File: src/hdl/led_pkg.sv
// Shared channel counts, channel index map and LED colour codes for the LED manager
`default_nettype none

package led_pkg;

    // ----------------------------------------
    // Channel counts
    // ----------------------------------------
    localparam int unsigned num_lvds  = 14;  // Backplane LVDS channels
    localparam int unsigned num_fiber = 2;   // SFF modules, two LEDs each
    localparam int unsigned num_ex    = 2;   // Expansion links
    localparam int unsigned num_slot  = 17;  // Slot enable straps
    localparam int unsigned num_chan  = 20;  // Total channel LEDs

    // ----------------------------------------
    // Channel index map
    // ----------------------------------------
    // LVDS channels sit at 0 to num_lvds-1, fiber and expansion follow
    localparam int unsigned chan_fiber_tx0 = 14;  // SFF 0 transmit
    localparam int unsigned chan_fiber_rx0 = 15;  // SFF 0 receive
    localparam int unsigned chan_fiber_tx1 = 16;  // SFF 1 transmit
    localparam int unsigned chan_fiber_rx1 = 17;  // SFF 1 receive
    localparam int unsigned chan_ex0       = 18;  // First expansion link, second is next

    // ----------------------------------------
    // LED colour code
    // ----------------------------------------
    // Bit 1 drives the red die, bit 0 the green die
    typedef enum logic [1:0] {
        led_off   = 2'b00,
        led_green = 2'b01,
        led_red   = 2'b10   // 11 is never produced
    } led_color_e;

    // Blink divider width
    // 25 bits gives roughly 0.17 s per window at 100 MHz
    localparam int unsigned tick_cnt_w_default = 25;

endpackage : led_pkg

`default_nettype wire

File: src/hdl/led_ctl_if.sv
// Control bundle from the tick and configuration blocks to the channel and board LED logic
`default_nettype none

interface led_ctl_if
    import led_pkg::*;
    ();

    logic                tick;       // One-cycle blink tick
    logic [num_chan-1:0] chan_en;    // Per-channel enable, already masked by board state
    logic                cfg_on;     // Board configured
    logic                cfg_fault;  // Self-configuration failed

    // Blink divider side
    modport tick_src (
        output tick
    );

    // Configuration register side
    modport cfg_src (
        output chan_en,
        output cfg_on,
        output cfg_fault
    );

    // Channel LED bank
    modport chan (
        input tick,
        input chan_en
    );

    // Run and error LEDs
    modport status (
        input tick,
        input cfg_on,
        input cfg_fault
    );

endinterface : led_ctl_if

`default_nettype wire

File: src/hdl/led_board_status.sv
// Board run LED and summary error LED driven from configuration state and channel red bits
`default_nettype none

module led_board_status
    import led_pkg::*;
(
    input  logic                clk_sys,
    input  logic                rst_sys_n,
    led_ctl_if.status           ctl,
    input  logic [num_chan-1:0] chan_red,  // Red bit of each channel LED
    output logic                run_led,   // Board running
    output logic                err_led    // Any channel in error
);

    // ----------------------------------------
    // Run LED
    // ----------------------------------------
    // Solid when healthy, blinks per window on a self-config fault
    always_ff @(posedge clk_sys or negedge rst_sys_n) begin
        if (!rst_sys_n) begin
            run_led <= 1'b0;
        end else begin
            if (!ctl.cfg_on) begin
                run_led <= 1'b0;         // Not configured
            end else if (!ctl.cfg_fault) begin
                run_led <= 1'b1;         // Configured and clean
            end else if (ctl.tick) begin
                run_led <= ~run_led;     // Fault blink
            end
        end
    end

    // ----------------------------------------
    // Error LED
    // ----------------------------------------
    always_ff @(posedge clk_sys or negedge rst_sys_n) begin
        if (!rst_sys_n) begin
            err_led <= 1'b0;
        end else begin
            err_led <= |chan_red;  // One cycle behind the channel bank
        end
    end

    // A faulted board blanks channels, so nothing should show red then
    a_no_red_on_fault : assert property (
        @(posedge clk_sys) disable iff (!rst_sys_n)
        (ctl.cfg_fault && $past(ctl.cfg_fault, 2)) |-> !err_led
    ) else $error("error LED lit during self-configuration fault");

endmodule : led_board_status

`default_nettype wire

File: src/hdl/led_cfg_regs.sv
// Registers board straps and slot enables, and expands them into the per-channel LED enables
`default_nettype none

module led_cfg_regs
    import led_pkg::*;
(
    input  logic                clk_sys,
    input  logic                rst_sys_n,
    input  logic [num_slot-1:0] enable_slot,   // One strap per slot
    input  logic                cfg_en,        // Board configured
    input  logic                self_cfg_err,  // Self-configuration failed
    led_ctl_if.cfg_src          ctl
);

    logic [num_chan-1:0] slot_chan_en;  // Slot enables spread onto channels
    logic                board_ok;      // Board may show channel LEDs

    // ----------------------------------------
    // Slot to channel expansion
    // ----------------------------------------
    // LVDS slots map one to one
    // Fiber and expansion slots each cover a pair of LEDs
    always_comb begin
        slot_chan_en = '0;
        slot_chan_en[num_lvds-1:0] = enable_slot[num_lvds-1:0];

        // SFF 0 owns slot 14
        slot_chan_en[chan_fiber_tx0] = enable_slot[num_lvds];
        slot_chan_en[chan_fiber_rx0] = enable_slot[num_lvds];

        // SFF 1 owns slot 15
        slot_chan_en[chan_fiber_tx1] = enable_slot[num_lvds+1];
        slot_chan_en[chan_fiber_rx1] = enable_slot[num_lvds+1];

        // Both expansion links share slot 16
        for (int unsigned i = 0; i < num_ex; i++) begin
            slot_chan_en[chan_ex0+i] = enable_slot[num_lvds+2];
        end
    end

    // Unconfigured or failed board blanks every channel
    assign board_ok = cfg_en && !self_cfg_err;

    // ----------------------------------------
    // Output registers
    // ----------------------------------------
    always_ff @(posedge clk_sys or negedge rst_sys_n) begin
        if (!rst_sys_n) begin
            ctl.chan_en   <= '0;
            ctl.cfg_on    <= 1'b0;
            ctl.cfg_fault <= 1'b0;
        end else begin
            ctl.chan_en   <= slot_chan_en & {num_chan{board_ok}};  // Masked enables
            ctl.cfg_on    <= cfg_en;
            ctl.cfg_fault <= self_cfg_err;
        end
    end

endmodule : led_cfg_regs

`default_nettype wire

File: src/hdl/led_chan_bank.sv
// Sticky activity and error capture with per-window colour update for all channel LEDs
`default_nettype none

module led_chan_bank
    import led_pkg::*;
(
    input  logic                clk_sys,
    input  logic                rst_sys_n,
    led_ctl_if.chan             ctl,
    input  logic [num_chan-1:0] act,                 // Traffic pulses
    input  logic [num_chan-1:0] err,                 // Link error pulses
    output led_color_e          chan_led [num_chan], // Registered LED colour
    output logic [num_chan-1:0] chan_red             // Red bit per channel
);

    logic [num_chan-1:0] act_seen;  // Traffic seen this window
    logic [num_chan-1:0] err_seen;  // Error seen this window

    // ----------------------------------------
    // Flag capture and colour update
    // ----------------------------------------
    always_ff @(posedge clk_sys or negedge rst_sys_n) begin
        if (!rst_sys_n) begin
            act_seen <= '0;
            err_seen <= '0;
            for (int unsigned i = 0; i < num_chan; i++) begin
                chan_led[i] <= led_off;
            end
        end else begin
            for (int unsigned i = 0; i < num_chan; i++) begin
                if (!ctl.chan_en[i]) begin
                    // Disabled slot stays dark with nothing remembered
                    chan_led[i] <= led_off;
                    act_seen[i] <= 1'b0;
                    err_seen[i] <= 1'b0;
                end else if (ctl.tick) begin
                    // Close the window
                    if (err_seen[i]) begin
                        chan_led[i] <= led_red;    // Error wins over traffic
                    end else if (act_seen[i]) begin
                        // Blink by flipping green; red or off restarts at green
                        chan_led[i] <= (chan_led[i] == led_green) ? led_off : led_green;
                    end else begin
                        chan_led[i] <= led_green;  // Idle but enabled
                    end
                    act_seen[i] <= act[i];  // Pulse on tick edge opens the new window
                    err_seen[i] <= err[i];
                end else begin
                    act_seen[i] <= act_seen[i] | act[i];  // Sticky until tick
                    err_seen[i] <= err_seen[i] | err[i];
                end
            end
        end
    end

    // Red die state for the board error LED
    always_comb begin
        for (int unsigned i = 0; i < num_chan; i++) begin
            chan_red[i] = chan_led[i][1];
        end
    end

    // ----------------------------------------
    // Checks
    // ----------------------------------------
    for (genvar g = 0; g < num_chan; g++) begin : g_chk
        a_no_both : assert property (
            @(posedge clk_sys) disable iff (!rst_sys_n)
            chan_led[g] != 2'b11
        ) else $error("channel %0d drives red and green together", g);

        // Enable comes from the config block a cycle earlier
        a_off_when_dis : assert property (
            @(posedge clk_sys) disable iff (!rst_sys_n)
            !ctl.chan_en[g] |=> (chan_led[g] == led_off)
        ) else $error("channel %0d lit while disabled", g);
    end

endmodule : led_chan_bank

`default_nettype wire

File: src/hdl/led_mgr_top.sv
// Front-panel LED manager top level, gathering link pulses and wiring tick, config and LED blocks
`default_nettype none

module led_mgr_top
    import led_pkg::*;
#(
    parameter int unsigned tick_cnt_w = tick_cnt_w_default  // Blink divider width
) (
    input  logic                  clk_sys,
    input  logic                  rst_sys_n,

    // Board straps
    input  logic [num_slot-1:0]   enable_slot,
    input  logic                  cfg_en,
    input  logic                  self_cfg_err,

    // Link status pulses
    input  logic [num_lvds-1:0]   lvds_rx_eop,
    input  logic [num_lvds-1:0]   lvds_slink_err,
    input  logic [num_fiber-1:0]  fiber_tx_eop,
    input  logic [num_fiber-1:0]  fiber_rx_eop,
    input  logic [num_fiber-1:0]  fiber_slink_err,
    input  logic [num_ex-1:0]     ex_rx_eop,
    input  logic [num_ex-1:0]     ex_slink_err,

    // Panel LEDs
    output logic [2*num_chan-1:0] chan_led,  // Two bits per channel, index order
    output logic                  run_led,
    output logic                  err_led
);

    logic [num_chan-1:0] act;                 // Activity pulses by channel
    logic [num_chan-1:0] err;                 // Error pulses by channel
    logic [num_chan-1:0] chan_red;            // Red bits to the error LED
    led_color_e          chan_led_a [num_chan];

    led_ctl_if ctl_if ();

    // ----------------------------------------
    // Pulse gathering in channel order
    // ----------------------------------------
    assign act[num_lvds-1:0]       = lvds_rx_eop;
    assign act[chan_fiber_tx0]     = fiber_tx_eop[0];
    assign act[chan_fiber_rx0]     = fiber_rx_eop[0];
    assign act[chan_fiber_tx1]     = fiber_tx_eop[1];
    assign act[chan_fiber_rx1]     = fiber_rx_eop[1];
    assign act[chan_ex0 +: num_ex] = ex_rx_eop;

    assign err[num_lvds-1:0]       = lvds_slink_err;
    assign err[chan_fiber_tx0]     = 1'b0;  // Transmit side has no error source
    assign err[chan_fiber_rx0]     = fiber_slink_err[0];
    assign err[chan_fiber_tx1]     = 1'b0;
    assign err[chan_fiber_rx1]     = fiber_slink_err[1];
    assign err[chan_ex0 +: num_ex] = ex_slink_err;

    // Flatten colours onto the panel bus
    for (genvar g = 0; g < num_chan; g++) begin : g_flat
        assign chan_led[2*g +: 2] = chan_led_a[g];
    end

    // ----------------------------------------
    // Blocks
    // ----------------------------------------
    led_tick_gen #(
        .tick_cnt_w (tick_cnt_w)
    ) i_tick_gen (
        .clk_sys    (clk_sys),
        .rst_sys_n  (rst_sys_n),
        .ctl        (ctl_if)
    );

    led_cfg_regs i_cfg_regs (
        .clk_sys      (clk_sys),
        .rst_sys_n    (rst_sys_n),
        .enable_slot  (enable_slot),
        .cfg_en       (cfg_en),
        .self_cfg_err (self_cfg_err),
        .ctl          (ctl_if)
    );

    led_chan_bank i_chan_bank (
        .clk_sys   (clk_sys),
        .rst_sys_n (rst_sys_n),
        .ctl       (ctl_if),
        .act       (act),
        .err       (err),
        .chan_led  (chan_led_a),
        .chan_red  (chan_red)
    );

    led_board_status i_board_status (
        .clk_sys   (clk_sys),
        .rst_sys_n (rst_sys_n),
        .ctl       (ctl_if),
        .chan_red  (chan_red),
        .run_led   (run_led),
        .err_led   (err_led)
    );

endmodule : led_mgr_top

`default_nettype wire

File: src/hdl/led_tick_gen.sv
// Free-running divider producing the one-cycle blink tick that frames each LED window
`default_nettype none

module led_tick_gen
    import led_pkg::*;
#(
    parameter int unsigned tick_cnt_w = tick_cnt_w_default
) (
    input  logic           clk_sys,
    input  logic           rst_sys_n,
    led_ctl_if.tick_src    ctl
);

    logic [tick_cnt_w-1:0] tick_cnt;  // Window counter

    // ----------------------------------------
    // Divider
    // ----------------------------------------
    // Counts 0 up to 2^(W-1), so one window is 2^(W-1)+1 cycles
    always_ff @(posedge clk_sys or negedge rst_sys_n) begin
        if (!rst_sys_n) begin
            tick_cnt <= '0;
            ctl.tick <= 1'b0;
        end else begin
            if (tick_cnt[tick_cnt_w-1]) begin  // Top bit reached
                tick_cnt <= '0;                 // Restart the window
                ctl.tick <= 1'b1;               // Single pulse
            end else begin
                tick_cnt <= tick_cnt + 1'b1;
                ctl.tick <= 1'b0;
            end
        end
    end

    // Tick is a strobe; the counter restart keeps it from ever stretching
    a_tick_single : assert property (
        @(posedge clk_sys) disable iff (!rst_sys_n)
        ctl.tick |=> !ctl.tick
    ) else $error("blink tick high on two consecutive cycles");

endmodule : led_tick_gen

`default_nettype wire
File: config.mk
export PLATFORM = sky130hd
export DESIGN_NAME = led_mgr_top
export DESIGN_NICKNAME = d
export VERILOG_FILES = /design/src/hdl/led_pkg.sv /design/src/hdl/led_ctl_if.sv /design/src/hdl/led_board_status.sv /design/src/hdl/led_cfg_regs.sv /design/src/hdl/led_chan_bank.sv /design/src/hdl/led_mgr_top.sv /design/src/hdl/led_tick_gen.sv
export SDC_FILE = /design/constraint.sdc
export NUM_CORES = 1
export LEC_CHECK = 0
export CORE_ASPECT_RATIO = 0.5
export CORE_UTILIZATION = 40
export DETAILED_ROUTE_END_ITERATION = 7
export DONT_BUFFER_PORTS = 1
export SYNTH_ARGS = -nofsm -noshare
export SYNTH_HDL_FRONTEND = slang
export SYNTH_SLANG_ARGS = --single-unit
File: constraint.sdc
create_clock -name clk_sys -period 2.4 [get_ports clk_sys]
set_input_delay 0.48 -clock clk_sys [delete_from_list [all_inputs] [get_ports clk_sys]]
set_output_delay 0.48 -clock clk_sys [all_outputs]
set_load 0.05 [all_outputs]
# [After elaboration in Yosys (flattened, before gate mapping)]
# Cells that the tools add are included.
# Widths: inputs -> output; s select.
[totals] ram_bits=0 ff_bits=130 rom_bits=0 output_inout_bits=42 word_cells=300 inputBits=59 mem_count=0 latch_bits=0
[op_classes] div_mod_pow=0 n_bitwise=40 shifts=0 n_addsub=1 n_lt_le_gt_ge=0 n_mux=184 n_mul=0 eq_ne=41 reduce_logical=3
[op_table] operator="$mux 2" n=80
[op_table] operator="$mux 1" n=103
[op_table] operator="$eq 2x1->1 const B" n=20
[op_table] operator="$ne 2x2->1 const B" n=20
[op_table] operator="$or 1x1->1" n=38
[op_table] operator="$add 25x1->25 const B" n=1
[op_table] operator="$mux 25" n=1
[op_table] operator="$and 20x20->20" n=1
[op_table] operator="$reduce_or 20->1" n=1
[op_table] operator="$ne 3x3->1 const B" n=1
[op_table] operator="$logic_and 1x1->1" n=1
[op_table] operator="$logic_not 1->1" n=1
[op_table] operator="$not 1->1" n=1

# [Logic depth before layout (Yosys ltp)]
[logic_depth] ltp_word=6 mapped_depth=6

# [Modules after synthesis]
# A second synthesis with hierarchy kept.
[unflattened] cells_unflattened=475 area_unflattened_um2=5585.4
[modules_own_cells] module="led_chan_bank" area_each_um2=3540.9 cells_per_inst=293 n_inst=1
[modules_own_cells] module="led_tick_gen" area_each_um2=1253.7 cells_per_inst=129 n_inst=1
[modules_own_cells] module="led_cfg_regs" area_each_um2=678.2 cells_per_inst=41 n_inst=1
[modules_own_cells] module="led_board_status" area_each_um2=108.9 cells_per_inst=11 n_inst=1
[modules_own_cells] module="led_mgr_top" area_each_um2=3.8 cells_per_inst=1 n_inst=1

# [Least setup slack after synthesis]
# No wires, ideal clock.
[synth_timing] path_kind="reg2reg" from="register i_tick_gen.tick_cnt[0]" to="register i_tick_gen.tick_cnt[22]" period_less_slack_ns=1.845 path_slack_ns=0.555 setup_time_ns=0.078 t_arrival_ns=1.767 n_path_buf=1 stages_incl_launch_ff=7 path_cell_list="dfrtp_1 -> ha_1 -> nand4_1 -> or4_1 -> buf_2 -> or3_1 -> a21oi_1"
[synth_between] elab_chain_len=2
[synth_rtl] element="start, declared" line_no="led_tick_gen.sv:14" text="logic [tick_cnt_w-1:0] tick_cnt;"
[synth_rtl] element="start signal, assigned" line_no="led_tick_gen.sv:29" text="tick_cnt <= tick_cnt + 1'b1;"
[synth_rtl] element="$add 25x1->25" line_no="led_tick_gen.sv:29"
[synth_rtl] element="$mux 25" line_no="led_tick_gen.sv:25" text="if (tick_cnt[tick_cnt_w-1]) begin"
# Every way passes these cells.
# A chain may end at the register's enable or synchronous reset.

# [Worst setup path in the final report]
[layout_timing] from="register i_tick_gen.tick_cnt[0]" to="register i_tick_gen.tick_cnt[18]"
# The elaborated chain is that of the path after synthesis.

==> metrics <==
run status finished with violations; failing checks design-rule violations, negative hold slack; fin cells 651; Clk pwr share 54.6%; flop2flop setup slack 0.34 ns; Die Span Y 82.66 um; endpoints failing setup 0; postcts setup bufs 0; Multi-input gate area 0.001971 mm2; sequential share of the synthesized area 59.13%; Critical Path AT 2.38 ns; total number of vias 3223; Post-Synthesis Cells 453; CTS H-tree depth 4; Post-Place Cells 617; IR Drop Worst-Case VDD 0.4215 mV; Fin. Hold Viols 123; synth warn 0; cells along the critical path ha_1, nand4_1, or4_1, or3_1, a21oi_1; PortBufs 0; Peak Freq 0.4852 GHz; Tightest Pin Transition 0.8566 ns; Post-synth ARST share 100.0%; Hold Crit Class input port to asynchronous set/reset pin; drt initial violations 223; I/O Pins 101; die width 163.3 um; most frequent cells after synthesis dfrtp_1 (123), nor2b_1 (76), o21a_1 (38); top post-synthesis cells by area dfrtp_1 (59%), nor2b_1 (9.1%), mux2i_1 (6.9%), o21a_1 (5.5%), a31oi_1 (2.4%); Std-Cell Rows 29; P_int 3.886 mW; Final Max Tran Viols 0; area delta synth->final 16.49%; GRT overflow 0; Worst-Skew Late Latency 0.40 ns; Net Sw Power 958.6 uW; combinational fraction of design power 1.3%; largest family of logic cells by synthesized area simple AND/OR/NAND/NOR gates; R2R cell count 5; Worst R2R Start i_tick_gen.tick_cnt[0]; CP startpoint kind register; Unique masters post-synth 33; CTS Buf Count 17; Top FF cell, synth dfrtp_1; count leader, synth dfrtp_1; Final GP Congestion 0.8359; unrepaired setup endpoints after global routing false; die area 0.01350 mm2; Post-Synth Simple-Gate Area 18.15%; antenna viol nets, final 0; switching share of total power 19.79%; core area 0.01266 mm2; Syn Area/Cell 11.49 um2; Mapped Area 0.005205 mm2; CTS tree built; Total GRT Usage 15.78%; share of cells above drive strength 1 9.395%; Final nets 526; drt total wl 10.15 mm; fillcell total 1142; crit end category register; Period minus WS final 2.061 ns; global-route wire length before repair 16.11 mm; Routed wire per std cell 15.60 um; Sink Count 123; pwr dens 799.0 mW/mm2; largest net degree at the start of global routing 124; mux contribution to synthesized area 6.923%; Max-Cap Viols 0; leakage power 2.561 nW; Synth top area share 59.13%; Initial Utilization 41.10%; CTS root buf clkbuf_16; CP startpoint i_tick_gen.tick_cnt[0]; drc violations 4; Synth Area in Adders 0.2404%; worst hold slack -0.2288 ns; initial antenna violation count 3; slowest stage cell, crit path or4_1; sequential power share 44.1%; post-DR vias/cell 4.951; Rel. slew slack 42.89%; CTS-repair resized insts 0; hpwl dp 6.717 mm; DR pass1 iterations 6; Clock transition at path regs 0.06 ns; Fin Setup TNS 0 ns; Worst R2R End i_tick_gen.tick_cnt[18]; Synth Area in Compound Gates 10.22%; Yosys reg bits 123; vias in the first global route 3079; CP max FO 8; Util after Layout 47.88%; WS Path Type register to register; WP data required 2.72 ns; Crit path largest cell delay 0.60 ns; Setup Skew 0.007188 ns; Seq. cell area 0.003082 mm2; EDFF count, synth 0; area leader, netlist dfrtp_1; period utilization 85.87%; maximum clock insertion buffer count 2; post-synthesis xor/xnor area fraction 2.188%
-- power groups by stage --
stage / combinational (mW) / clock (mW) / sequential [mW]
after global routing: 0.0702 / 2.81 / 2.14
after floorplan: 0.0571 / 0 / 2.16
after global placement: 0.0616 / 0 / 2.17
after detailed placement: 0.0631 / 0 / 2.17
after CTS: 0.0635 / 2.71 / 2.14
final: 0.0623 / 2.65 / 2.14
-- cell usage in the layout (no fill, tap or decap), types with 2 or more instances in the layout --
master	n
bufinv_16	3
o21a_1	38
nand2_1	7
a21oi_1	10
clkbuf_16	17
clkbuf_8	4
nor4_1	7
xnor2_1	11
a31oi_1	20
nor2b_1	76
nor2_1	15
clkinv_2	2
nor3_1	6
clkinvlp_4	4
buf_4	8
nand3_1	8
inv_1	24
o21ai_0	9
xor2_1	2
o21ai_1	2
conb_1	2
or3_1	7
dfrtp_1	122
mux2i_1	36
or4_1	2
nand4_1	8
diode_2	2
and2_1	17
-- registers in the layout (all words and copies together) (netlist names) --
name,count
i_cfg_regs.ctl.chan_en,17
i_board_status.run_led,1
i_tick_gen.tick_cnt,25
i_cfg_regs.ctl.cfg_fault,1
i_chan_bank.act_seen,20
i_tick_gen.ctl.tick,1
i_chan_bank.err_seen,18
i_cfg_regs.ctl.cfg_on,1
i_chan_bank.chan_led,38
i_board_status.err_led,1
-- critical path, delay by kind of cell, from the launching register on --
| kind | cells | cell delay [ns] |
|---|---|---|
| adder cells (fa/ha/maj) | 1 | 0.23 |
| flip-flops | 1 | 0.40 |
| AND/OR/NAND/NOR | 3 | 1.21 |
| AO/OA/AOI/OAI | 1 | 0.14 |
-- metrics by stage --
stage	power, mW	worst slack, ns	hold slack, ns	instance area, um2
2_1_floorplan	2.221	0.5550	0.1844	5209
5_1_grt	5.015	0.1800	-0.2588	6058
4_1_cts	4.909	0.3553	-0.2494	6058
6_report	4.845	0.3392	-0.2288	6063
3_3_place_gp	2.233	0.4161	0.1867	5435
3_5_place_dp	2.235	0.3632	0.1863	5435
-- worst max-delay path by stage --
| stage | to | slack (ns) | cells past startpoint |
|---|---|---|---|
| 2_1_floorplan | i_tick_gen.tick_cnt[22] | 0.56 | 6 |
| 3_3_place_gp | i_tick_gen.tick_cnt[18] | 0.42 | 5 |
| 3_5_place_dp | i_tick_gen.tick_cnt[18] | 0.36 | 5 |
| 4_1_cts | i_tick_gen.tick_cnt[18] | 0.36 | 5 |
| 5_1_grt | i_tick_gen.tick_cnt[18] | 0.18 | 5 |
| 6_report | i_tick_gen.tick_cnt[18] | 0.34 | 5 |
-- routing by layer --
layer / up-vias / global-route usage (%) / share of wire, %
li1: 1580 / - / -
met1: 1588 / 20.80 / 48
met2: 43 / 24.11 / 46
met3: 10 / 5.594 / 4.7
met4: 2 / 5.607 / 0.79
met5: - / 0 / 0.13
-- area by class of cell --
cell class	instances	share of cell area [%]
well taps	170	3.508
clock buffers	22	7.986
flip-flops and latches	123	50.83
repair buffers	9	1.321
clock inverters	10	2.291
inverters	24	1.486
diodes	2	0.08254
multi-input cells	291	32.50
-- logic make-up (layout without fill, tap and decap cells) --
logic type / count (synthesis) / after routing
other: 1 / 4
AOI/OAI and AO/OA: 81 / 81
DFF: 123 / 123
buffers and inverters: 40 / 65
muxes: 36 / 36
adders and majority gates: 1 / 1
xor gates and xnor gates: 13 / 13
and+or+nand+nor: 158 / 158
Power figures use the tool's default switching activity.
